[src/ahbStagePkg.sv]
// Shared AHB-Lite stage definitions; the slot map assumes four slots chosen by HADDR[31:28]
package ahbStagePkg;

	localparam int ADDR_W    = 32;
	localparam int DATA_W    = 32;
	localparam int NUM_SLOTS = 4;

	// Slot number field in the address
	localparam int SLOT_MSB = 31;
	localparam int SLOT_LSB = 28;

	typedef logic [ADDR_W-1:0]    addrT;
	typedef logic [DATA_W-1:0]    dataT;
	typedef logic [NUM_SLOTS-1:0] slotSelT;	// One-hot or zero

	// Populated slots, slot 2 left empty
	localparam slotSelT SLOT_ENABLE = 4'b1011;

	typedef enum logic [1:0]
	{
		IDLE   = 2'b00,
		BUSY   = 2'b01,
		NONSEQ = 2'b10,
		SEQ    = 2'b11
	} htransE;

	typedef enum logic
	{
		OKAY  = 1'b0,
		ERROR = 1'b1
	} hrespE;

	// Address hold FSM
	typedef enum logic
	{
		PASS = 1'b0,
		HELD = 1'b1
	} holdStateE;

	// Default slave FSM
	typedef enum logic [1:0]
	{
		DS_IDLE = 2'b00,
		DS_ERR1 = 2'b01,
		DS_ERR2 = 2'b10
	} defSlaveStateE;

endpackage

[src/addrDecoder.sv]
// Combinational slot decode; slots at or above NUM_SLOTS or masked off in SLOT_ENABLE are reserved
`timescale 1ns/1ps
module addrDecoder
(
	input  ahbStagePkg::addrT    addr,
	input  ahbStagePkg::htransE  trans,
	output ahbStagePkg::slotSelT sel,
	output logic                 reserved
);

	logic [ahbStagePkg::SLOT_MSB-ahbStagePkg::SLOT_LSB:0] slotNum;
	ahbStagePkg::slotSelT hit;	// Slot field match before the enable mask
	logic active;
	logic outOfRange;

	assign slotNum    = addr[ahbStagePkg::SLOT_MSB:ahbStagePkg::SLOT_LSB];
	assign active     = (trans != ahbStagePkg::IDLE);
	assign outOfRange = (int'(slotNum) >= ahbStagePkg::NUM_SLOTS);

	always_comb
	begin
		for (int i = 0; i < ahbStagePkg::NUM_SLOTS; i++)
			hit[i] = (int'(slotNum) == i);
	end

	// Disabled slots never reach sel
	assign sel = active ? (hit & ahbStagePkg::SLOT_ENABLE) : '0;

	assign reserved = active && (outOfRange || (|(hit & ~ahbStagePkg::SLOT_ENABLE)));

	// Range and mask paths must never claim the same transfer
	always_comb
	begin
		assert final (!(reserved && (|sel)))
		else
			$error("addrDecoder: slot select and reserved both set");
	end

endmodule

[src/addrHoldStage.sv]
// Address phase hold; master must keep HADDR/HTRANS stable while HREADY is low
`timescale 1ns/1ps
module addrHoldStage
(
	input  logic                 HCLK,
	input  logic                 aresetn,
	input  ahbStagePkg::addrT    HADDR,
	input  logic [2:0]           HSIZE,
	input  ahbStagePkg::htransE  HTRANS,
	input  logic                 HWRITE,
	input  logic                 HREADY,
	input  ahbStagePkg::slotSelT slaveAddrReady,
	output ahbStagePkg::addrT    gatedHaddr,
	output logic [2:0]           gatedHsize,
	output ahbStagePkg::htransE  gatedHtrans,
	output logic                 gatedHwrite,
	output ahbStagePkg::slotSelT addrSel,
	output logic                 addrReserved
);

	ahbStagePkg::holdStateE holdState;
	ahbStagePkg::holdStateE nextState;
	logic                   useReg;	// Drive gated outputs from the hold register
	logic                   capture;

	ahbStagePkg::addrT   regHaddr;
	logic [2:0]          regHsize;
	ahbStagePkg::htransE regHtrans;
	logic                regHwrite;

	always_comb
	begin
		if (useReg)
		begin
			gatedHaddr  = regHaddr;
			gatedHsize  = regHsize;
			gatedHtrans = regHtrans;
			gatedHwrite = regHwrite;
		end
		else
		begin
			gatedHaddr  = HADDR;
			gatedHsize  = HSIZE;
			gatedHtrans = HTRANS;
			gatedHwrite = HWRITE;
		end
	end

	addrDecoder addrDec0
	(
		.addr     (gatedHaddr),
		.trans    (gatedHtrans),
		.sel      (addrSel),
		.reserved (addrReserved)
	);

	always_comb
	begin
		capture   = 1'b0;
		nextState = holdState;
		case (holdState)
		ahbStagePkg::PASS:
		begin
			// Slot busy with another master, keep the address
			if ((HTRANS != ahbStagePkg::IDLE) && HREADY && (|(addrSel & ~slaveAddrReady)))
			begin
				capture   = 1'b1;
				nextState = ahbStagePkg::HELD;
			end
		end
		ahbStagePkg::HELD:
		begin
			if (|(addrSel & slaveAddrReady))
				nextState = ahbStagePkg::PASS;
		end
		default:
			nextState = ahbStagePkg::PASS;
		endcase
	end

	always_ff @(posedge HCLK or negedge aresetn)
	begin
		if (!aresetn)
		begin
			holdState <= ahbStagePkg::PASS;
			useReg    <= 1'b1;	// Register holds IDLE until the first clock
			regHtrans <= ahbStagePkg::IDLE;
		end
		else
		begin
			holdState <= nextState;
			useReg    <= (nextState == ahbStagePkg::HELD);
			if (capture)
				regHtrans <= HTRANS;
		end
	end

	always_ff @(posedge HCLK)
	begin
		if (capture)
		begin
			regHaddr  <= HADDR;
			regHsize  <= HSIZE;
			regHwrite <= HWRITE;
		end
	end

	assert property (@(posedge HCLK) disable iff (!aresetn) $onehot0(addrSel))
	else
		$error("addrHoldStage: addrSel not one-hot");

	// Gated outputs follow the master again one edge after the held slot turns address-ready
	assert property (@(posedge HCLK) disable iff (!aresetn)
		((holdState == ahbStagePkg::HELD) && (|(addrSel & slaveAddrReady)))
		|=> ((gatedHaddr == HADDR) && (gatedHtrans == HTRANS)))
	else
		$error("addrHoldStage: hold kept after slot became address-ready");

endmodule

[src/dataSelectReg.sv]
// Data phase slot select; advances only when the previous data phase completes
`timescale 1ns/1ps
module dataSelectReg
(
	input  logic                 HCLK,
	input  logic                 aresetn,
	input  ahbStagePkg::slotSelT addrSel,
	input  logic                 addrReserved,
	input  logic                 prevReady,
	output ahbStagePkg::slotSelT dataSel,
	output logic                 dataReserved
);

	always_ff @(posedge HCLK or negedge aresetn)
	begin
		if (!aresetn)
		begin
			dataSel      <= '0;
			dataReserved <= 1'b0;
		end
		else if (prevReady)
		begin
			dataSel      <= addrSel;
			dataReserved <= addrReserved;
		end
	end

	assert property (@(posedge HCLK) disable iff (!aresetn) $onehot0(dataSel))
	else
		$error("dataSelectReg: dataSel not one-hot");

endmodule

[src/defaultSlave.sv]
// Two-cycle ERROR responder; start must stay high until the second cycle completes
`timescale 1ns/1ps
module defaultSlave
(
	input  logic                HCLK,
	input  logic                aresetn,
	input  logic                start,
	output logic                ready,
	output ahbStagePkg::hrespE  resp
);

	ahbStagePkg::defSlaveStateE stateReg;
	ahbStagePkg::defSlaveStateE curState;	// First error cycle is entered without a clock
	ahbStagePkg::defSlaveStateE nextState;

	always_comb
	begin
		curState = stateReg;
		if ((stateReg == ahbStagePkg::DS_IDLE) && start)
			curState = ahbStagePkg::DS_ERR1;
	end

	always_comb
	begin
		case (curState)
		ahbStagePkg::DS_ERR1:
		begin
			ready     = 1'b0;	// Wait state with ERROR
			resp      = ahbStagePkg::ERROR;
			nextState = ahbStagePkg::DS_ERR2;
		end
		ahbStagePkg::DS_ERR2:
		begin
			ready     = 1'b1;
			resp      = ahbStagePkg::ERROR;
			nextState = ahbStagePkg::DS_IDLE;
		end
		default:
		begin
			ready     = 1'b1;
			resp      = ahbStagePkg::OKAY;
			nextState = ahbStagePkg::DS_IDLE;
		end
		endcase
	end

	always_ff @(posedge HCLK or negedge aresetn)
	begin
		if (!aresetn)
			stateReg <= ahbStagePkg::DS_IDLE;
		else
			stateReg <= nextState;
	end

	// Start is held through the wait state so the second ERROR cycle belongs to the same transfer
	assert property (@(posedge HCLK) disable iff (!aresetn)
		(curState == ahbStagePkg::DS_ERR1) |=> (start && (curState == ahbStagePkg::DS_ERR2)))
	else
		$error("defaultSlave: first ERROR cycle not followed by the second");

endmodule

[src/masterStage.sv]
// AHB-Lite master stage for a single master and four slots; slot arbiters live outside
`timescale 1ns/1ps
module masterStage
(
	input  logic                                           HCLK,
	input  logic                                           aresetn,
	input  ahbStagePkg::addrT                              HADDR,
	input  logic [2:0]                                     HSIZE,
	input  ahbStagePkg::htransE                            HTRANS,
	input  logic                                           HWRITE,
	output logic                                           HREADY,
	output ahbStagePkg::hrespE                             HRESP,
	output ahbStagePkg::dataT                              HRDATA,
	input  ahbStagePkg::slotSelT                           slaveAddrReady,
	input  ahbStagePkg::slotSelT                           slaveReady,
	input  ahbStagePkg::slotSelT                           slaveResp,
	input  ahbStagePkg::dataT [ahbStagePkg::NUM_SLOTS-1:0] slaveRdata,
	output ahbStagePkg::addrT                              gatedHaddr,
	output logic [2:0]                                     gatedHsize,
	output ahbStagePkg::htransE                            gatedHtrans,
	output logic                                           gatedHwrite,
	output ahbStagePkg::slotSelT                           addrSel,
	output ahbStagePkg::slotSelT                           dataSel
);

	logic addrReserved;
	logic dataReserved;
	logic prevReady;	// Previous data phase done, select may advance

	addrHoldStage holdStage0
	(
		.HCLK           (HCLK),
		.aresetn        (aresetn),
		.HADDR          (HADDR),
		.HSIZE          (HSIZE),
		.HTRANS         (HTRANS),
		.HWRITE         (HWRITE),
		.HREADY         (HREADY),
		.slaveAddrReady (slaveAddrReady),
		.gatedHaddr     (gatedHaddr),
		.gatedHsize     (gatedHsize),
		.gatedHtrans    (gatedHtrans),
		.gatedHwrite    (gatedHwrite),
		.addrSel        (addrSel),
		.addrReserved   (addrReserved)
	);

	dataSelectReg selReg0
	(
		.HCLK         (HCLK),
		.aresetn      (aresetn),
		.addrSel      (addrSel),
		.addrReserved (addrReserved),
		.prevReady    (prevReady),
		.dataSel      (dataSel),
		.dataReserved (dataReserved)
	);

	respMux respMux0
	(
		.HCLK         (HCLK),
		.aresetn      (aresetn),
		.dataSel      (dataSel),
		.dataReserved (dataReserved),
		.slaveReady   (slaveReady),
		.slaveResp    (slaveResp),
		.slaveRdata   (slaveRdata),
		.HREADY       (HREADY),
		.HRESP        (HRESP),
		.HRDATA       (HRDATA),
		.prevReady    (prevReady)
	);

endmodule

[src/respMux.sv]
// Data phase response mux; dataSel is assumed one-hot or zero
`timescale 1ns/1ps
module respMux
(
	input  logic                                                HCLK,
	input  logic                                                aresetn,
	input  ahbStagePkg::slotSelT                                dataSel,
	input  logic                                                dataReserved,
	input  ahbStagePkg::slotSelT                                slaveReady,
	input  ahbStagePkg::slotSelT                                slaveResp,
	input  ahbStagePkg::dataT [ahbStagePkg::NUM_SLOTS-1:0]      slaveRdata,
	output logic                                                HREADY,
	output ahbStagePkg::hrespE                                  HRESP,
	output ahbStagePkg::dataT                                   HRDATA,
	output logic                                                prevReady
);

	logic               readyAfterReset;
	logic               defReady;
	ahbStagePkg::hrespE defResp;

	defaultSlave defSlave0
	(
		.HCLK    (HCLK),
		.aresetn (aresetn),
		.start   (dataReserved),
		.ready   (defReady),
		.resp    (defResp)
	);

	// HREADY stays low until the first clock out of reset
	always_ff @(posedge HCLK or negedge aresetn)
	begin
		if (!aresetn)
			readyAfterReset <= 1'b0;
		else
			readyAfterReset <= 1'b1;
	end

	always_comb
	begin
		HREADY    = readyAfterReset;	// No data phase selected
		HRESP     = ahbStagePkg::OKAY;
		HRDATA    = '0;
		prevReady = 1'b1;
		if (dataReserved)
		begin
			HREADY    = defReady;
			HRESP     = defResp;
			prevReady = defReady;
		end
		else
		begin
			for (int i = 0; i < ahbStagePkg::NUM_SLOTS; i++)
			begin
				if (dataSel[i])
				begin
					HREADY    = slaveReady[i];
					HRESP     = ahbStagePkg::hrespE'(slaveResp[i]);
					HRDATA    = slaveRdata[i];
					prevReady = slaveReady[i];
				end
			end
		end
	end

endmodule

[config.mk]
export PLATFORM = sky130hd
export DESIGN_NAME = masterStage
export DESIGN_NICKNAME = d
export VERILOG_FILES = /design/src/ahbStagePkg.sv /design/src/addrDecoder.sv /design/src/addrHoldStage.sv /design/src/dataSelectReg.sv /design/src/defaultSlave.sv /design/src/masterStage.sv /design/src/respMux.sv
export SDC_FILE = /design/constraint.sdc
export NUM_CORES = 1
export LEC_CHECK = 0
export BUFFER_PORTS_ARGS = -buffer_cell sky130_fd_sc_hd__buf_4
export CORE_AREA = 2 2 101 103
export DETAILED_ROUTE_END_ITERATION = 16
export DIE_AREA = 0 0 103 105
export GPL_TIMING_DRIVEN = 1
export PLACE_DENSITY_LB_ADDON = 0.2
export SLEW_MARGIN = 20
export SYNTH_ARGS = -nofsm -noshare
export SYNTH_HDL_FRONTEND = slang
export SYNTH_HIERARCHICAL = 1
export SYNTH_SLANG_ARGS = --single-unit
export TNS_END_PERCENT = 1
[constraint.sdc]
create_clock -name HCLK -period 4.8 [get_ports HCLK]
set_clock_uncertainty 0.1 [all_clocks]
set_input_delay 0.24 -clock HCLK [delete_from_list [all_inputs] [get_ports HCLK]]
set_output_delay 0.24 -clock HCLK [all_outputs]
set_load 0.005 [all_outputs]
==> metrics.yaml, run 1 <==
global_route:
  grt_use_total: 0.2139
  grt_pass1_wl_mm: 18.18
  antenna_found_initial: 1
  grt_overflow: 0
  grt_max_degree: 42
  grt_pass1_vias: 3488
die:
  dieArea_um2: 10820
  start_util: 0.3873
  rows: 36
  fp.dieW_um: 103
  die_h_um: 105
  coreArea_um2: 9639
  pin_count: 260
setup_path:
  critPathKind: "flip-flop to flip-flop"
  arrival_ns: 3.80
  crit_start: "holdStage0/useReg"
  worstPathRequired_ns: 4.88
  worstPathMaxFanout: 39
  start_kind: "flip-flop"
  end_kind: "flip-flop"
  r2r_start: "holdStage0/useReg"
place:
  postPlaceCellArea_um2: 5664
  dp_hpwl_mm: 9.706
  gp_congestion: 0.8645
  placed_cells: 665
  io_buffers: 258
detailed_routing:
  ant_nets: 0
  dr.pass1.iters: 4
  drt_iter0_drc: 210
  avgViaCountPerCell: 5.233
  num_vias: 3532
  routed_wl_mm: 12.62
  wl_per_cell_um: 18.69
  drc: 0
worst_hold_path:
  hp-start: "HSIZE[2]"
  hold_path.class: "primary input to flip-flop"
timing:
  finalCritPeriodShare: 0.7737
  clock.fmax_mhz: 269.3
  fin_setup_tns_ns: 0
  relSlewSlack: 0.3104
  hold_violations: 0
  whs_ns: 0.02119
  tightest_slew_ns: 1.034
  grt_setup_unrepaired: "no"
  slew_violations: 0
  setup_viol: 0
  fin_crit_ns: 3.714
layout:
  drive_gt1_frac: 0.7190
  fin_cells: 675
  final_area_um2: 5813
  nets: 720
  finish.utilization: 0.6031
  multi_input_area_um2: 2143
  final_cell_mix: "buf_4 (264), mux2_2 (43), edfxtp_1 (36)"
  seqCellArea_um2: 1361
  final_common_cell: "buf_4"
  syn_to_final_growth_pct: 55.70
  fillers: 829
yosys:
  synth.area.top_cells: "edfxtp_1 (29%), mux2_2 (13%), o32ai_2 (12%), a221oi_2 (12%), dfrtp_1 (6.7%)"
  ys_seq_elements: 47
  netlist_area_um2: 3734
  syn_inst: 301
  ys_seq_area_frac: 0.3636
  dominantRegCellSynth: "edfxtp_1"
  synth_top_area_share: 0.2895
  synth_edf_count: 36
  ys_warn_count: 6
  synth_nets: 481
  synth_top_cell_by_area: "edfxtp_1"
  syn_area_per_cell_um2: 12.40
  ys_async_sr_fraction: 0.2340
  synth.distinct_cells: 39
job:
  maxCapViolations: 0
run_status:
  status: "finished clean"
clocking:
  clockRootBuffer: "clkbuf_8"
  cts_max_path_buffers: 2
  cts.sinks: 47
  cts_buffers: 5
  clkLatencyLatePin_ns: 0.29
  cts_setup_buffers: 0
  cts_tree: "done"
  cts_max_level: 2
  clk_pin_slew_ns: 0.09
pwr:
  peakVddDrop_uv: 267.8
  power_density_nw_per_um2: 505.0
  leakagePower_nw: 2.469
==> sequential cells by signal (all words and copies together), names as in the netlist, 2 cells and up <==
| name | cells |
|---|---|
| holdStage0/regHaddr | 32 |
| holdStage0/regHsize | 3 |
| holdStage0/regHtrans | 2 |
| selReg0/dataSel | 4 |
==> power breakdown <==
| group | total [mW] | leakage [nW] | switching, mW | internal [mW] |
|---|---|---|---|---|
| clock | 0.345 | 0.0644 | 0.137 | 0.208 |
| sequential | 0.755 | 0.461 | 0.211 | 0.544 |
| combinational | 1.84 | 1.94 | 0.777 | 1.06 |
==> area by class of cell <==
cell class / count / share of cell area
inverter: 3 / 0.001937
multi-input combinational: 218 / 0.3687
sequential: 47 / 0.2342
tap: 133 / 0.02863
timing repair buffer: 265 / 0.3427
clock inverter: 3 / 0.01162
antenna: 1 / 0.0004305
clock buffer: 5 / 0.01184
==> cells in the mapped netlist (4+ instances only) <==
| library cell | n |
|---|---|
| nand2_1 | 35 |
| a21oi_1 | 6 |
| o32ai_2 | 28 |
| buf_4 | 5 |
| nor2b_1 | 36 |
| nor2_1 | 4 |
| edfxtp_1 | 36 |
| mux2_2 | 43 |
| dfrtp_1 | 10 |
| clkbuf_1 | 10 |
| a221oi_2 | 29 |
| buf_2 | 12 |
==> stage by stage <==
stage	worst slack, ns	power (mW)
floorplan	0.5229	1.935
global placement	1.247	2.589
detailed placement	1.091	2.614
CTS	1.080	2.967
global route	0.8412	3.115
finish	1.086	2.936
==> worst paths after layout <==
path | end | slack, ns | cells past startpoint
worst max-delay path | holdStage0/regHtrans[0] | 1.09 | 8
worst min-delay path | holdStage0/regHsize[2] | 0.02 | 1
worst max register to register | holdStage0/regHtrans[0] | 1.09 | 8
worst min register to register | holdStage0/regHtrans[1] | 0.42 | 1
max in group asynchronous | holdStage0/useReg | 4.14 | 2
min in group asynchronous | holdStage0/regHtrans[1] | 0.24 | 2
==> critical path, cell delays in order (launching register included) <==
cell and delay [ns]:
dfstp_2 0.86, mux2_2 0.42, or2_1 0.28, nor4_1 0.50, nor2b_4 0.28, a2111oi_4 0.05
nor4b_4 0.27, buf_4 0.47, mux2_4 0.34
==> layer usage <==
| metal | GRT usage | up-vias | share of wire |
|---|---|---|---|
| li1 | - | 1658 | - |
| met1 | 0.2488 | 1694 | 0.38 |
| met2 | 0.3854 | 160 | 0.52 |
| met3 | 0.04482 | 20 | 0.079 |
| met4 | 0.06485 | 0 | 0.027 |
| met5 | 0 | - | 0 |
==> kinds of logic after synthesis <==
| logic type | count (synthesis) | share of synthesized area |
|---|---|---|
| AO/OA/AOI/OAI | 81 | 0.2939 |
| other | 2 | 0.002011 |
| flip-flops | 47 | 0.3636 |
| buffers and inverters | 36 | 0.06435 |
| multiplexers | 45 | 0.1377 |
| AND/OR/NAND/NOR | 90 | 0.1384 |
==> what timing repair did <==
action,in CTS,in global routing
resized for setup,0,0
endpoints found under the hold margin,11,0
hold buffers,1,0
endpoints found under the setup margin,0,0
(Power assumes the default switching activity.)
==> run 2: changes to the inputs <==
Settings changed: CORE_AREA 2 2 101 103 to not set, CORE_MARGIN set to 2, CORE_UTILIZATION set to 38, DIE_AREA 0 0 103 105 to not set.
Clock period 4.8 ns to 3.3 ns, I/O delays scaled along.
==> metrics.yaml, run 2 (synthesized netlist as in run 1, its figures left out) <==
timing:
  setup_viol: 0  # unchanged
  slew_violations: 0  # unchanged
  clock.fmax_mhz: 320.5  # +19%
  finalCritPeriodShare: 0.9455  # +0.1718
  grt_setup_unrepaired: "no"
  relSlewSlack: 0.5090  # +0.1986
  hold_violations: 0  # unchanged
  tightest_slew_ns: 0.7364  # -0.2979 ns
  fin_crit_ns: 3.120  # -0.5937 ns
global_route:
  grt_overflow: 0  # unchanged
  busiest_layer: "met2"
  grt_max_degree: 65  # +55%
  grt_use_total: 0.2222  # +0.008358
  use_met1: 0.2512  # +0.002321
  use_met3: 0.05492  # +0.01010
  antenna_found_initial: 1  # unchanged
  grt_pass1_wl_mm: 18.47  # +1.6%
  grt_pass1_vias: 3645  # +4.5%
  grt_use_met2: 0.4086  # +0.02316
layout:
  top_register: "holdStage0/regHaddr"
  final_cell_mix: "buf_4 (268), mux2_2 (42), dlygate4sd3_1 (37)"
  final_common_cell: "buf_4"
  seqCellArea_um2: 1361  # unchanged
  drive_gt1_frac: 0.6792  # -0.03979
  largest_reg_flops: 32  # unchanged
  biggestRegsByFlops: "holdStage0/regHaddr (32), selReg0/dataSel (4), holdStage0/regHsize (3)"
  fillers: 804  # -3.0%
  nets: 762  # +5.8%
  syn_to_final_growth_pct: 66.55
  final_area_um2: 6218  # +7.0%
  multi_input_area_um2: 2170  # +1.2%
detailed_routing:
  drt_iter0_drc: 90  # -57%
  drc: 0  # unchanged
  wl_per_cell_um: 18.13  # -3.0%
  avgViaCountPerCell: 5.156  # -1.5%
  routed_wl_mm: 13.00  # +3.1%
  num_vias: 3697  # +4.7%
  dr.pass1.iters: 4  # unchanged
  ant_nets: 0  # unchanged
job:
  maxCapViolations: 0  # unchanged
setup_path:
  arrival_ns: 3.21  # -0.59 ns
  worstPathMaxFanout: 39  # unchanged
  critPathKind: "flip-flop to flip-flop"
  start_kind: "flip-flop"
  worstPathRequired_ns: 3.39  # -1.49 ns
  end_kind: "flip-flop"
place:
  postPlaceCellArea_um2: 5761  # +1.7%
  gp_congestion: 0.7543  # -13%
  io_buffers: 258  # unchanged
  dp_hpwl_mm: 9.952  # +2.5%
die:
  dieArea_um2: 10630  # -1.7%
  pin_count: 260  # unchanged
  rows: 36  # unchanged
  coreArea_um2: 9639  # unchanged
  fp.dieW_um: 103.1  # +0.12%
  die_h_um: 103.1  # -1.8%
  start_util: 0.3873  # unchanged
clocking:
  clkLatencyLatePin_ns: 0.30  # about the same
  cts.sinks: 47  # unchanged
  cts_max_level: 2  # unchanged
  clockRootBuffer: "clkbuf_8"
  cts_tree: "done"
  cts_buffers: 5  # unchanged
  cts_max_path_buffers: 2  # unchanged
  clk_pin_slew_ns: 0.09  # about the same
pwr:
  power.total_mw: 4.230  # +44%
  peakVddDrop_uv: 459.3  # +72%
  leakagePower_nw: 2.646  # +7.1%
  power_density_nw_per_um2: 680.2  # +35%
run_status:
  status: "finished clean"
worst_hold_path:
  hold_path.class: "primary input to flip-flop"
[run 2: final cells by class]
type / instances / area share
diodes: 1 / 0.0004024
clock inverters: 2 / 0.002012
repair buffers: 307 / 0.3895
inverters: 3 / 0.001811
multi-input cells: 218 / 0.3489
clock buffers: 6 / 0.01167
well taps: 133 / 0.02676
flip-flops and latches: 47 / 0.2189
[run 2: critical path: stages, from the launching register on]
cell and delay, ns:
dfstp_2 0.69, buf_4 0.27, mux2_2 0.38, nor2_1 0.38, nor4b_4 0.10, nor2b_4 0.15
a2111oi_4 0.32, nor4b_4 0.10, buf_12 0.19, mux2_4 0.31
[run 2: repair_timing]
action | CTS | global route
endpoints found under the hold margin | 47 | 0
hold buffers | 37 | 0
buffers inserted | 0 | 0
resized for setup | 0 | 0
[run 2: worst paths after layout]
path,startpoint,to,slack (ns),cells after the start
min in group asynchronous,aresetn,holdStage0/regHtrans[0],0.13,2
setup / recovery,holdStage0/useReg,holdStage0/regHtrans[0],0.18,9
setup reg to reg,holdStage0/useReg,holdStage0/regHtrans[0],0.18,9
max in group asynchronous,aresetn,holdStage0/useReg,2.74,2
hold / removal,HTRANS[1],holdStage0/regHtrans[1],0.03,2
hold reg to reg,holdStage0/regHtrans[0],holdStage0/regHtrans[0],0.42,1
[run 2: metrics by stage]
stage / utilization / TNS, ns / cells / hold WS (ns) / setup WS [ns]
finish: 0.6451 / 0 / 717 / 0.02780 / 0.1797
floorplan: - / -24.72 / 301 / -0.2306 / -0.6807
CTS: 0.6449 / 0 / 716 / 0.02050 / 0.1835
detailed placement: 0.5976 / 0 / 671 / -0.09160 / 0.2059
global placement: 0.5976 / 0 / 671 / -0.09634 / 0.2496
global route: 0.6451 / 0 / 717 / 0.01179 / 0.06167
[run 2: power by group]
| group | total, mW | internal (mW) | switching, mW |
|---|---|---|---|
| Clock | 0.337 | 0.149 | 0.188 |
| Combinational | 2.93 | 1.63 | 1.30 |
| Sequential | 0.959 | 0.793 | 0.166 |
[run 2: routing by layer]
metal  up-vias  wire, µm
met2       158      6886
met4         0       378
li1       1743         -
met1      1773      4732
met5         -         0
met3        23      1004
==> run 3: changes to the inputs <==
==> constraint.sdc (replaced) <==
create_clock -name HCLK -period 3.3 [get_ports HCLK]
set_clock_uncertainty 0.1 [all_clocks]
set_input_delay 0.33 -clock HCLK [delete_from_list [all_inputs] [get_ports HCLK]]
set_output_delay 0.33 -clock HCLK [all_outputs]
set_load 0.005 [all_outputs]
==> metrics.yaml, run 3 (synthesized netlist as in run 1, its figures left out) <==
run_status:
  status: "finished clean"
die:
  rows: 36  # unchanged
  fp.dieW_um: 103.1  # unchanged
  coreArea_um2: 9639  # unchanged
  die_h_um: 103.1  # unchanged
  dieArea_um2: 10630  # unchanged
  pin_count: 260  # unchanged
  start_util: 0.3873  # unchanged
layout:
  fin_cells: 684  # -4.6%
  biggestRegsByFlops: "holdStage0/regHaddr (32), selReg0/dataSel (4), holdStage0/regHsize (3)"
  final_area_um2: 5861  # -5.8%
  top_register: "holdStage0/regHaddr"
  largest_reg_flops: 32  # unchanged
  final_cell_mix: "buf_4 (274), mux2_2 (42), edfxtp_1 (36)"
  syn_to_final_growth_pct: 56.97
  nets: 730  # -4.2%
  drive_gt1_frac: 0.7278  # +0.04852
  finish.utilization: 0.6080  # -0.03712
  final_common_cell: "buf_4"
  antenna_cells: 0  # -1
timing:
  fin_crit_ns: 3.054  # -0.06589 ns
  relSlewSlack: 0.6506  # +0.1416
  hold_violations: 0  # unchanged
  slew_violations: 0  # unchanged
  setup_viol: 0  # unchanged
  finalCritPeriodShare: 0.9256  # -0.01997
  worst_slack_ns: 0.2456  # +0.06589 ns
  tightest_slew_ns: 0.5241  # -0.2123 ns
  clock.fmax_mhz: 327.4  # +2.2%
  grt_setup_unrepaired: "no"
  whs_ns: 0.1157  # +0.08785 ns
detailed_routing:
  dr.pass1.iters: 4  # unchanged
  wl_per_cell_um: 18.04  # -0.52%
  routed_wl_mm: 12.34  # -5.1%
  avgViaCountPerCell: 5.177  # +0.40%
  drc: 0  # unchanged
  drt_iter0_drc: 120  # +33%
  num_vias: 3541  # -4.2%
  ant_nets: 0  # unchanged
setup_path:
  start_kind: "flip-flop"
  arrival_ns: 2.94  # -0.27 ns
  worstPathRequired_ns: 3.18  # -0.21 ns
  rrSetupSlack_ns: 0.25  # +0.07 ns
  critPathSlowestCell: "dfstp_2"
  end_kind: "flip-flop"
  worstPathMaxFanout: 19  # -51%
  r2r_start: "holdStage0/useReg"
  critPathKind: "flip-flop to flip-flop"
  r2r-end: "holdStage0/regHaddr[5]"
  path_common_cell: "nor4b_4"
  reg2reg_depth: 7  # -2
  path_cells: "mux2_2 -> or2_4 -> nor4b_4 -> nor2b_4 -> a2111oi_4 -> nor4b_4 -> buf_4"
  crit_path_max_incr_delay_ns: 0.61  # -0.08 ns
global_route:
  grt_use_total: 0.2088  # -0.01341
  antenna_found_initial: 0  # -1
  grt_pass1_wl_mm: 17.37  # -6.0%
  grt_pass1_vias: 3444  # -5.5%
  grt_overflow: 0  # unchanged
  grt_max_degree: 38  # -42%
clocking:
  cts_max_path_buffers: 2  # unchanged
  cts_max_level: 2  # unchanged
  cts_resized: 0  # unchanged
  clk_pin_slew_ns: 0.09  # about the same
  cts_setup_buffers: 0  # unchanged
  cts.sinks: 47  # unchanged
  clkLatencyLatePin_ns: 0.29  # about the same
  clockRootBuffer: "clkbuf_8"
  cts_buffers: 5  # unchanged
  cts_tree: "done"
place:
  gp_congestion: 0.8218  # +8.9%
  postPlaceCellArea_um2: 5766  # about the same
  io_buffers: 258  # unchanged
  dpl_worst_slack_ns: 0.2412  # +0.03531 ns
  placed_cells: 675  # +0.60%
  dp_hpwl_mm: 9.982  # +0.30%
worst_hold_path:
  holdPathStages: 1  # -1
  hp-start: "HSIZE[2]"
  holdPathEnd: "holdStage0/regHsize[2]"
  hold_path.class: "primary input to flip-flop"
pwr:
  leakagePower_nw: 2.509  # -5.2%
  peakVddDrop_uv: 357.5  # -22%
  power_density_nw_per_um2: 715.5  # +5.2%
job:
  maxCapViolations: 0  # unchanged
## run 3: cell types whose count changed in the layout (fill, tap and decap cells not counted), sizes merged
cell	delta
diode	-1
dlygate4sd3	-36
clkinv	-1
buf	+4
clkinvlp	+1
## run 3: final cells by class
type                    instances  area, µm²
well taps                     133      166.4
inverters                       3      11.26
repair buffers                275       2067
clock inverters                 2      12.51
fillers                       823       3779
clock buffers                   6      72.57
multi-input cells             218       2170
flip-flops and latches         47       1361
## run 3: what timing repair did
item                                    in CTS  in global routing
hold endpoints to repair                    11                  0
endpoints found under the setup margin       0                  0
hold buffers                                 1                  0
## run 3: metrics by stage
| stage | setup TNS (ns) | power [mW] |
|---|---|---|
| 6_report | 0 | 4.193 |
| 3_3_place_gp | 0 | 3.839 |
| 5_1_grt | 0 | 4.462 |
| 4_1_cts | 0 | 4.241 |
| 3_5_place_dp | 0 | 3.890 |
| 2_1_floorplan | -24.72 | 2.857 |
## run 3: worst max-delay path by stage
stage                            startpoint                      end  cells after the start
final                     holdStage0/useReg   holdStage0/regHaddr[5]                      7
after global routing      holdStage0/useReg   holdStage0/regHaddr[5]                      7
after global placement    holdStage0/useReg  holdStage0/regHaddr[10]                      7
after detailed placement  holdStage0/useReg   holdStage0/regHaddr[4]                      7
after CTS                 holdStage0/useReg   holdStage0/regHaddr[1]                      7
after floorplan           holdStage0/useReg  holdStage0/regHtrans[0]                      9
## run 3: critical path: cells and delay by family, from the launching register on
| family | cells | cell delay [ns] |
|---|---|---|
| AOI/OAI and AO/OA | 1 | 0.06 |
| buffers and inverters | 1 | 0.34 |
| DFF | 1 | 0.61 |
| and+or+nand+nor | 4 | 1.25 |
| muxes | 1 | 0.37 |
## run 3: power by group
group          total, mW  switching, mW  internal [mW]
Clock              0.334          0.186          0.148
Sequential         0.927          0.134          0.792
Combinational       2.93           1.33           1.60
Total               4.19           1.65           2.54
## run 3: metal layers
metal	wire, µm	part of all wire	vias up	track usage
met1	4467	0.36	1679	0.2384
li1	-	-	1678	-
met2	6500	0.53	162	0.3811
met3	1104	0.089	22	0.05627
met5	0	0	-	0
met4	265	0.021	0	0.06073
